File: config.mk
export PLATFORM = sky130hd
export DESIGN_NAME = pulse_capture_top
export DESIGN_NICKNAME = d
export VERILOG_FILES = /design/src/pulse_capture_pkg.sv /design/src/adc_sample_decode.sv /design/src/pulse_capture_top.sv /design/src/pulse_peak_tail.sv /design/src/readout_snapshot.sv
export VERILOG_INCLUDE_DIRS = /design/src
export SDC_FILE = /design/constraint.sdc
export NUM_CORES = 1
export LEC_CHECK = 0
export ABC_CLOCK_PERIOD_IN_PS = 2800
export BUFFER_PORTS_ARGS = -buffer_cell sky130_fd_sc_hd__buf_2
export CAP_MARGIN = 20
export CORE_MARGIN = 2
export CORE_UTILIZATION = 36
export DETAILED_ROUTE_END_ITERATION = 10
export MAX_ROUTING_LAYER = met4
export SYNTH_ARGS = -nofsm -noshare
export SYNTH_HDL_FRONTEND = slang
export SYNTH_SLANG_ARGS = --single-unit
File: constraint.sdc
create_clock -name ADA_DCO -period 2.8 [get_ports ADA_DCO]
set_clock_uncertainty 0.2 [all_clocks]
set_input_delay 0.42 -clock ADA_DCO [delete_from_list [all_inputs] [get_ports ADA_DCO]]
set_output_delay 0.42 -clock ADA_DCO [all_outputs]
set_load 0.1 [all_outputs]
File: src/pulse_capture_defs.svh
`ifndef PULSE_CAPTURE_DEFS_SVH
`define PULSE_CAPTURE_DEFS_SVH

//////////////////////////////
// adc sample format
//////////////////////////////

`define ADC_WIDTH 14        // raw bus width per channel

// offset binary, upper half of the code range is negative
`define NEG_THRESHOLD 8192

`define FULL_SCALE 16384    // magnitude = full scale minus raw code

`define MAG_WIDTH 14        // holds 8192 at most

//////////////////////////////
// time base
//////////////////////////////

`define TIME_WIDTH 26       // free running stamp counter

`endif

File: src/pulse_capture_pkg.sv
`include "pulse_capture_defs.svh"

package pulse_capture_pkg;

    // one decoded sample
    typedef struct packed
    {
        logic                   neg;    // raw code at or above threshold
        logic [`MAG_WIDTH-1:0]  mag;    // zero unless neg
    } sample_info_t;

    // result of one finished negative run
    typedef struct packed
    {
        logic [`MAG_WIDTH-1:0]  peak;   // largest magnitude in the run
        logic [`MAG_WIDTH-1:0]  tail;   // magnitude of the last sample
    } pulse_event_t;

    // host visible snapshot
    typedef struct packed
    {
        logic [`MAG_WIDTH-1:0]  peak_a;
        logic [`MAG_WIDTH-1:0]  tail_a;
        logic [`MAG_WIDTH-1:0]  peak_b;
        logic [`MAG_WIDTH-1:0]  tail_b;
        logic [`TIME_WIDTH-1:0] time_stamp; // counter at latest event, either channel
    } readout_t;

endpackage

File: src/adc_sample_decode.sv
`timescale 1ns/1ns
`include "pulse_capture_defs.svh"

module adc_sample_decode
    import pulse_capture_pkg::*;
(
    input  logic                  ADA_DCO,
    input  logic                  hps_fpga_reset_n,
    input  logic [`ADC_WIDTH-1:0] ada_d,      // channel a raw code
    input  logic [`ADC_WIDTH-1:0] adb_d,      // channel b raw code
    output sample_info_t          info_a,
    output sample_info_t          info_b
);

    logic [`ADC_WIDTH-1:0] raw_a;   // input capture stage
    logic [`ADC_WIDTH-1:0] raw_b;

    // threshold test and offset subtraction for one code
    function automatic sample_info_t decode_sample(input logic [`ADC_WIDTH-1:0] raw);
        sample_info_t        res;
        logic [`ADC_WIDTH:0] diff;  // one extra bit for full scale
        diff     = (`ADC_WIDTH+1)'(`FULL_SCALE) - {1'b0, raw};
        res.neg  = (raw >= `ADC_WIDTH'(`NEG_THRESHOLD));
        res.mag  = res.neg ? diff[`MAG_WIDTH-1:0] : '0;    // positive side reads as zero
        return res;
    endfunction

    // two register stages, raw then decoded
    always_ff @(posedge ADA_DCO or negedge hps_fpga_reset_n)
    begin
        if (!hps_fpga_reset_n)
        begin
            raw_a  <= '0;
            raw_b  <= '0;
            info_a <= '0;
            info_b <= '0;
        end
        else
        begin
            raw_a  <= ada_d;
            raw_b  <= adb_d;
            info_a <= decode_sample(raw_a);     // k+1 for a code taken at k
            info_b <= decode_sample(raw_b);
        end
    end

endmodule

File: src/pulse_capture_top.sv
`timescale 1ns/1ns
`include "pulse_capture_defs.svh"

module pulse_capture_top
    import pulse_capture_pkg::*;
(
    input  logic                  ADA_DCO,            // sample clock, both channels
    input  logic                  hps_fpga_reset_n,
    input  logic [`ADC_WIDTH-1:0] ada_d,
    input  logic [`ADC_WIDTH-1:0] adb_d,
    input  logic                  read_req,
    output logic                  read_ack,
    output readout_t              read_data
);

    sample_info_t info_a;           // decoded channel a
    sample_info_t info_b;
    logic         event_valid_a;
    logic         event_valid_b;
    pulse_event_t event_data_a;
    pulse_event_t event_data_b;

    //////////////////////////////
    // sample path
    //////////////////////////////

    adc_sample_decode decode (
        .ADA_DCO          (ADA_DCO),
        .hps_fpga_reset_n (hps_fpga_reset_n),
        .ada_d            (ada_d),
        .adb_d            (adb_d),
        .info_a           (info_a),
        .info_b           (info_b)
    );

    pulse_peak_tail execute_a (
        .ADA_DCO          (ADA_DCO),
        .hps_fpga_reset_n (hps_fpga_reset_n),
        .info             (info_a),
        .event_valid      (event_valid_a),
        .event_data       (event_data_a)
    );

    pulse_peak_tail execute_b (
        .ADA_DCO          (ADA_DCO),
        .hps_fpga_reset_n (hps_fpga_reset_n),
        .info             (info_b),
        .event_valid      (event_valid_b),
        .event_data       (event_data_b)
    );

    // store, time stamp and host side
    readout_snapshot result (
        .ADA_DCO          (ADA_DCO),
        .hps_fpga_reset_n (hps_fpga_reset_n),
        .event_valid_a    (event_valid_a),
        .event_data_a     (event_data_a),
        .event_valid_b    (event_valid_b),
        .event_data_b     (event_data_b),
        .read_req         (read_req),
        .read_ack         (read_ack),
        .read_data        (read_data)
    );

endmodule

File: src/pulse_peak_tail.sv
`timescale 1ns/1ns
`include "pulse_capture_defs.svh"

module pulse_peak_tail
    import pulse_capture_pkg::*;
(
    input  logic         ADA_DCO,
    input  logic         hps_fpga_reset_n,
    input  sample_info_t info,          // decoded sample, one per edge
    output logic         event_valid,   // single cycle, run just ended
    output pulse_event_t event_data     // peak and tail of that run
);

    logic                  in_run;      // previous sample was negative
    logic [`MAG_WIDTH-1:0] run_max;     // running peak
    logic [`MAG_WIDTH-1:0] run_last;    // latest magnitude of the run
    logic                  run_end;

    // first non negative sample after a run closes it
    assign run_end = in_run && !info.neg;

    //////////////////////////////
    // run tracking
    //////////////////////////////

    always_ff @(posedge ADA_DCO or negedge hps_fpga_reset_n)
    begin
        if (!hps_fpga_reset_n)
        begin
            in_run      <= 1'b0;
            run_max     <= '0;
            run_last    <= '0;
            event_valid <= 1'b0;
        end
        else
        begin
            event_valid <= run_end;     // high for one cycle only
            if (info.neg)
            begin
                in_run   <= 1'b1;
                run_last <= info.mag;
                if (info.mag > run_max)
                begin
                    run_max <= info.mag;
                end
            end
            else
            begin
                // run closed or idle, start clean
                in_run   <= 1'b0;
                run_max  <= '0;
                run_last <= '0;
            end
        end
    end

    // result holds until the next run ends
    always_ff @(posedge ADA_DCO)
    begin
        if (run_end)
        begin
            event_data.peak <= run_max;
            event_data.tail <= run_last;
        end
    end

    //////////////////////////////
    // checks
    //////////////////////////////

    // a run needs at least one negative sample, so events are spaced
    a_event_single : assert property (@(posedge ADA_DCO) disable iff (!hps_fpga_reset_n)
        event_valid |=> !event_valid)
        else $error("event_valid high on two cycles in a row");

endmodule

File: src/readout_snapshot.sv
`timescale 1ns/1ns
`include "pulse_capture_defs.svh"

module readout_snapshot
    import pulse_capture_pkg::*;
(
    input  logic         ADA_DCO,
    input  logic         hps_fpga_reset_n,
    input  logic         event_valid_a,
    input  pulse_event_t event_data_a,
    input  logic         event_valid_b,
    input  pulse_event_t event_data_b,
    input  logic         read_req,      // host holds high until ack
    output logic         read_ack,
    output readout_t     read_data      // frozen while ack is high
);

    logic [`TIME_WIDTH-1:0] time_cnt;   // free running
    readout_t               store;      // latest events, always live
    logic                   req_q;      // registered host request

    //////////////////////////////
    // time base and event store
    //////////////////////////////

    always_ff @(posedge ADA_DCO or negedge hps_fpga_reset_n)
    begin
        if (!hps_fpga_reset_n)
        begin
            time_cnt <= '0;
            store    <= '0;
        end
        else
        begin
            time_cnt <= time_cnt + 1'b1;    // wraps after 2^26 cycles
            if (event_valid_a)
            begin
                store.peak_a <= event_data_a.peak;
                store.tail_a <= event_data_a.tail;
            end
            if (event_valid_b)
            begin
                store.peak_b <= event_data_b.peak;
                store.tail_b <= event_data_b.tail;
            end
            // stamp shared by both channels
            if (event_valid_a || event_valid_b)
            begin
                store.time_stamp <= time_cnt;
            end
        end
    end

    //////////////////////////////
    // host req/ack
    //////////////////////////////

    always_ff @(posedge ADA_DCO or negedge hps_fpga_reset_n)
    begin
        if (!hps_fpga_reset_n)
        begin
            req_q     <= 1'b0;
            read_ack  <= 1'b0;
            read_data <= '0;
        end
        else
        begin
            req_q <= read_req;
            if (req_q && !read_ack)
            begin
                read_ack  <= 1'b1;      // new request, take the snapshot
                read_data <= store;
            end
            else if (!req_q && read_ack)
            begin
                read_ack <= 1'b0;       // host released, close the cycle
            end
        end
    end

    //////////////////////////////
    // checks
    //////////////////////////////

    a_ack_needs_req : assert property (@(posedge ADA_DCO) disable iff (!hps_fpga_reset_n)
        $rose(read_ack) |-> $past(read_req))
        else $error("read_ack rose without read_req");

    // events keep landing in store, the snapshot must not follow them
    a_data_frozen : assert property (@(posedge ADA_DCO) disable iff (!hps_fpga_reset_n)
        read_ack |=> $stable(read_data))
        else $error("read_data changed while read_ack high");

endmodule

==> out/qor.csv <==
metric;value;unit
grt_pass1_wl;40100;um
report.final.hold_viol_count;0;
clock_sinks;366;
reg2reg_depth;8;
cts-root-buf;clkbuf_16;
yosysUniqueCellTypes;39;
synth_top_area_share;56.2;%
fmax;415;MHz
dieArea;39900;sq um
ys_seq_area_share;68.4;%
drv_slew;0;
portBuffers;113;
cts_buffer_depth;3;
r2r_setup_slack;0.39;ns
worstMarginPinSlew;0.540;ns
cts_resized;0;
finalPower;15.2;mW
first_global_vias;7755;
syn_area_per_cell;14.7;sq um
finalSetupViolations;0;
worst_ep_required_time;3.07;ns
async_flop_share;84.7;%
vias_per_cell;4.49;
hold-worst-slack;0.172;ns
worstPathArrival;2.68;ns
cts_setup_buffers;0;
synth_commonest_cells;310 x dfrtp_1, 163 x mux2_2, 79 x nand2_1;
yosys.area.top_type;dfrtp_1;
postCtsHoldBufs;30;
finalNetCount;1175;
yosys_warnings;0;
mappedNetlistNets;999;
rsz0062_at_grt;no;
synthesis.area;13800;sq um
clkTransAtPathRegs;0.06;ns
hpwl;15600;um
vias;7432;
drt_iter0_markers;290;
p_per_area;908;nW/um^2
ys_ff_latch;366;
vdd_drop_max;0.829;mV
reg2reg_to;execute_a.run_max[3]$_DFFE_PN0P_;
hp-class;primary input to async pin;
clk_latency;0.56;ns
finalCritPeriodShare;86.1;%
synth_edf_count;56;
grt_start_max_net_pins;80;
cts_buffers;40;
dp_cells;1551;
cts_tree;built;
path_max_fanout;11;
instances_no_fill;1654;
worst_slew_margin_rel;63.7;%
wirelength;23800;um
max-cap-violations;0;
period_needed;2.41;ns
run_status;complete, no violations;
crit_path_start_kind;flop;
ys.flop_type;dfrtp_1;
synth.most_common_cell;dfrtp_1;
critPathCaptureType;flop;
die_h;200;um
drive_gt1_share;32.3;%
synth.area.top_cells;dfrtp_1 56%, mux2_2 13%, edfxtp_1 12%, ha_1 2.9%, nand2_1 2.1%;
wl_per_cell;14.4;um
overflow;0;
initial_core_util;36.6;%
antenna_cells;0;
syn_inst;936;
path_class;flop to flop;
die_w;200;um
rows;71;
drc;0;
place_congestion;0.785;
fin_setup_tns;0;ns
h-tree-depth;2;
area_growth;21.3;%
antenna_left;0;
pin_count;114;
core-area;37700;sq um
drt_first_pass_iters;6;
grt_antenna_before_repair;0;
r2r-start;execute_a.run_max[13]$_DFFE_PN0P_;
track_usage;13.1;%
leakage;8.11;nW
power by group:
group / switching (mW) / internal (mW)
Clock: 2.08 / 3.02
Sequential: 0.272 / 5.92
Combinational: 3.02 / 0.866
metal layers:
layer  track usage, %  vias up  share of wire, %
li1                 -     3567                 -
met1             16.9     3712                45
met2             19.9      108                48
met3             2.64       45               3.8
met4             5.90        0               3.3
met5                -        -                 0
area by class of cell:
| cell class | instances | area (sq um) |
|---|---|---|
| Tap cell | 511 | 639 |
| Multi-Input combinational cell | 476 | 4010 |
| Clock inverter | 13 | 120 |
| Timing Repair Buffer | 163 | 1100 |
| Fill cell | 3463 | 20900 |
| Clock buffer | 60 | 1180 |
| Sequential cell | 366 | 9440 |
| Inverter | 65 | 244 |
worst max path at each step:
| stage | from | to | slack, ns | cells past startpoint |
|---|---|---|---|---|
| 2_1_floorplan | decode.info_a[14]$_DFF_PN0_ | execute_a.event_data[0]$_DFFE_PP_ | 0.31 | 2 |
| 5_1_grt | execute_a.run_max[13]$_DFFE_PN0P_ | execute_a.run_max[3]$_DFFE_PN0P_ | 0.23 | 8 |
| 3_3_place_gp | execute_a.run_max[13]$_DFFE_PN0P_ | execute_a.run_max[3]$_DFFE_PN0P_ | 0.48 | 8 |
| 3_5_place_dp | execute_a.run_max[13]$_DFFE_PN0P_ | execute_a.run_max[9]$_DFFE_PN0P_ | 0.37 | 8 |
| 6_report | execute_a.run_max[13]$_DFFE_PN0P_ | execute_a.run_max[3]$_DFFE_PN0P_ | 0.39 | 8 |
| 4_1_cts | execute_a.run_max[13]$_DFFE_PN0P_ | execute_a.run_max[3]$_DFFE_PN0P_ | 0.34 | 8 |
registers in the layout, summed over array words and instances, names as in the netlist, 15 cells and up:
name	flops
result.store	82
result.time_cnt	26
decode.info_a	15
result.read_data	82
execute_a.event_data	28
decode.info_b	15
execute_b.event_data	28
layout by cell type, fill, tap and decap left out, types with 3 or more instances in the layout:
cell type	count
dfrtp_1	310
mux2_2	163
buf_2	112
nand2_1	79
inv_1	65
edfxtp_1	56
clkbuf_16	41
ha_1	31
dlygate4sd3_1	30
xnor2_1	29
mux2i_1	28
a21oi_1	20
and2_1	18
nor2_1	17
and3_1	14
buf_4	14
clkbuf_1	11
nand3_1	9
o21ai_0	8
clkbuf_8	8
xor2_1	7
o21a_1	6
buf_12	6
nand4_1	5
clkinv_2	5
nor3_1	4
nor4_1	4
o31ai_1	4
clkinv_1	3
worst max-delay path, cell delays in order, from the launching register on:
cell and delay, ns:
dfrtp_1 0.37, inv_1 0.05, ha_1 0.29, nand2_1 0.09
nor4_2 0.37, o31ai_1 0.14, a22oi_2 0.27, buf_4 0.31
mux2i_1 0.23
per-stage QoR:
stage,setup slack (ns),area [sq um],util [%]
2_1_floorplan,0.307,13800,-
3_3_place_gp,0.477,15100,40.2
3_5_place_dp,0.371,15100,40.2
4_1_cts,0.339,16700,44.4
5_1_grt,0.229,16700,44.4
6_report,0.390,16700,44.4
cells by family after synthesis:
group / after synthesis / share of synthesized area (%)
adders and majority gates: 32 / 2.90
DFF: 366 / 68.4
buffers and inverters: 94 / 2.68
xor gates and xnor gates: 36 / 2.29
AOI/OAI and AO/OA: 42 / 1.85
muxes: 191 / 15.3
and+or+nand+nor: 175 / 6.53
(Power assumes the default switching activity.)
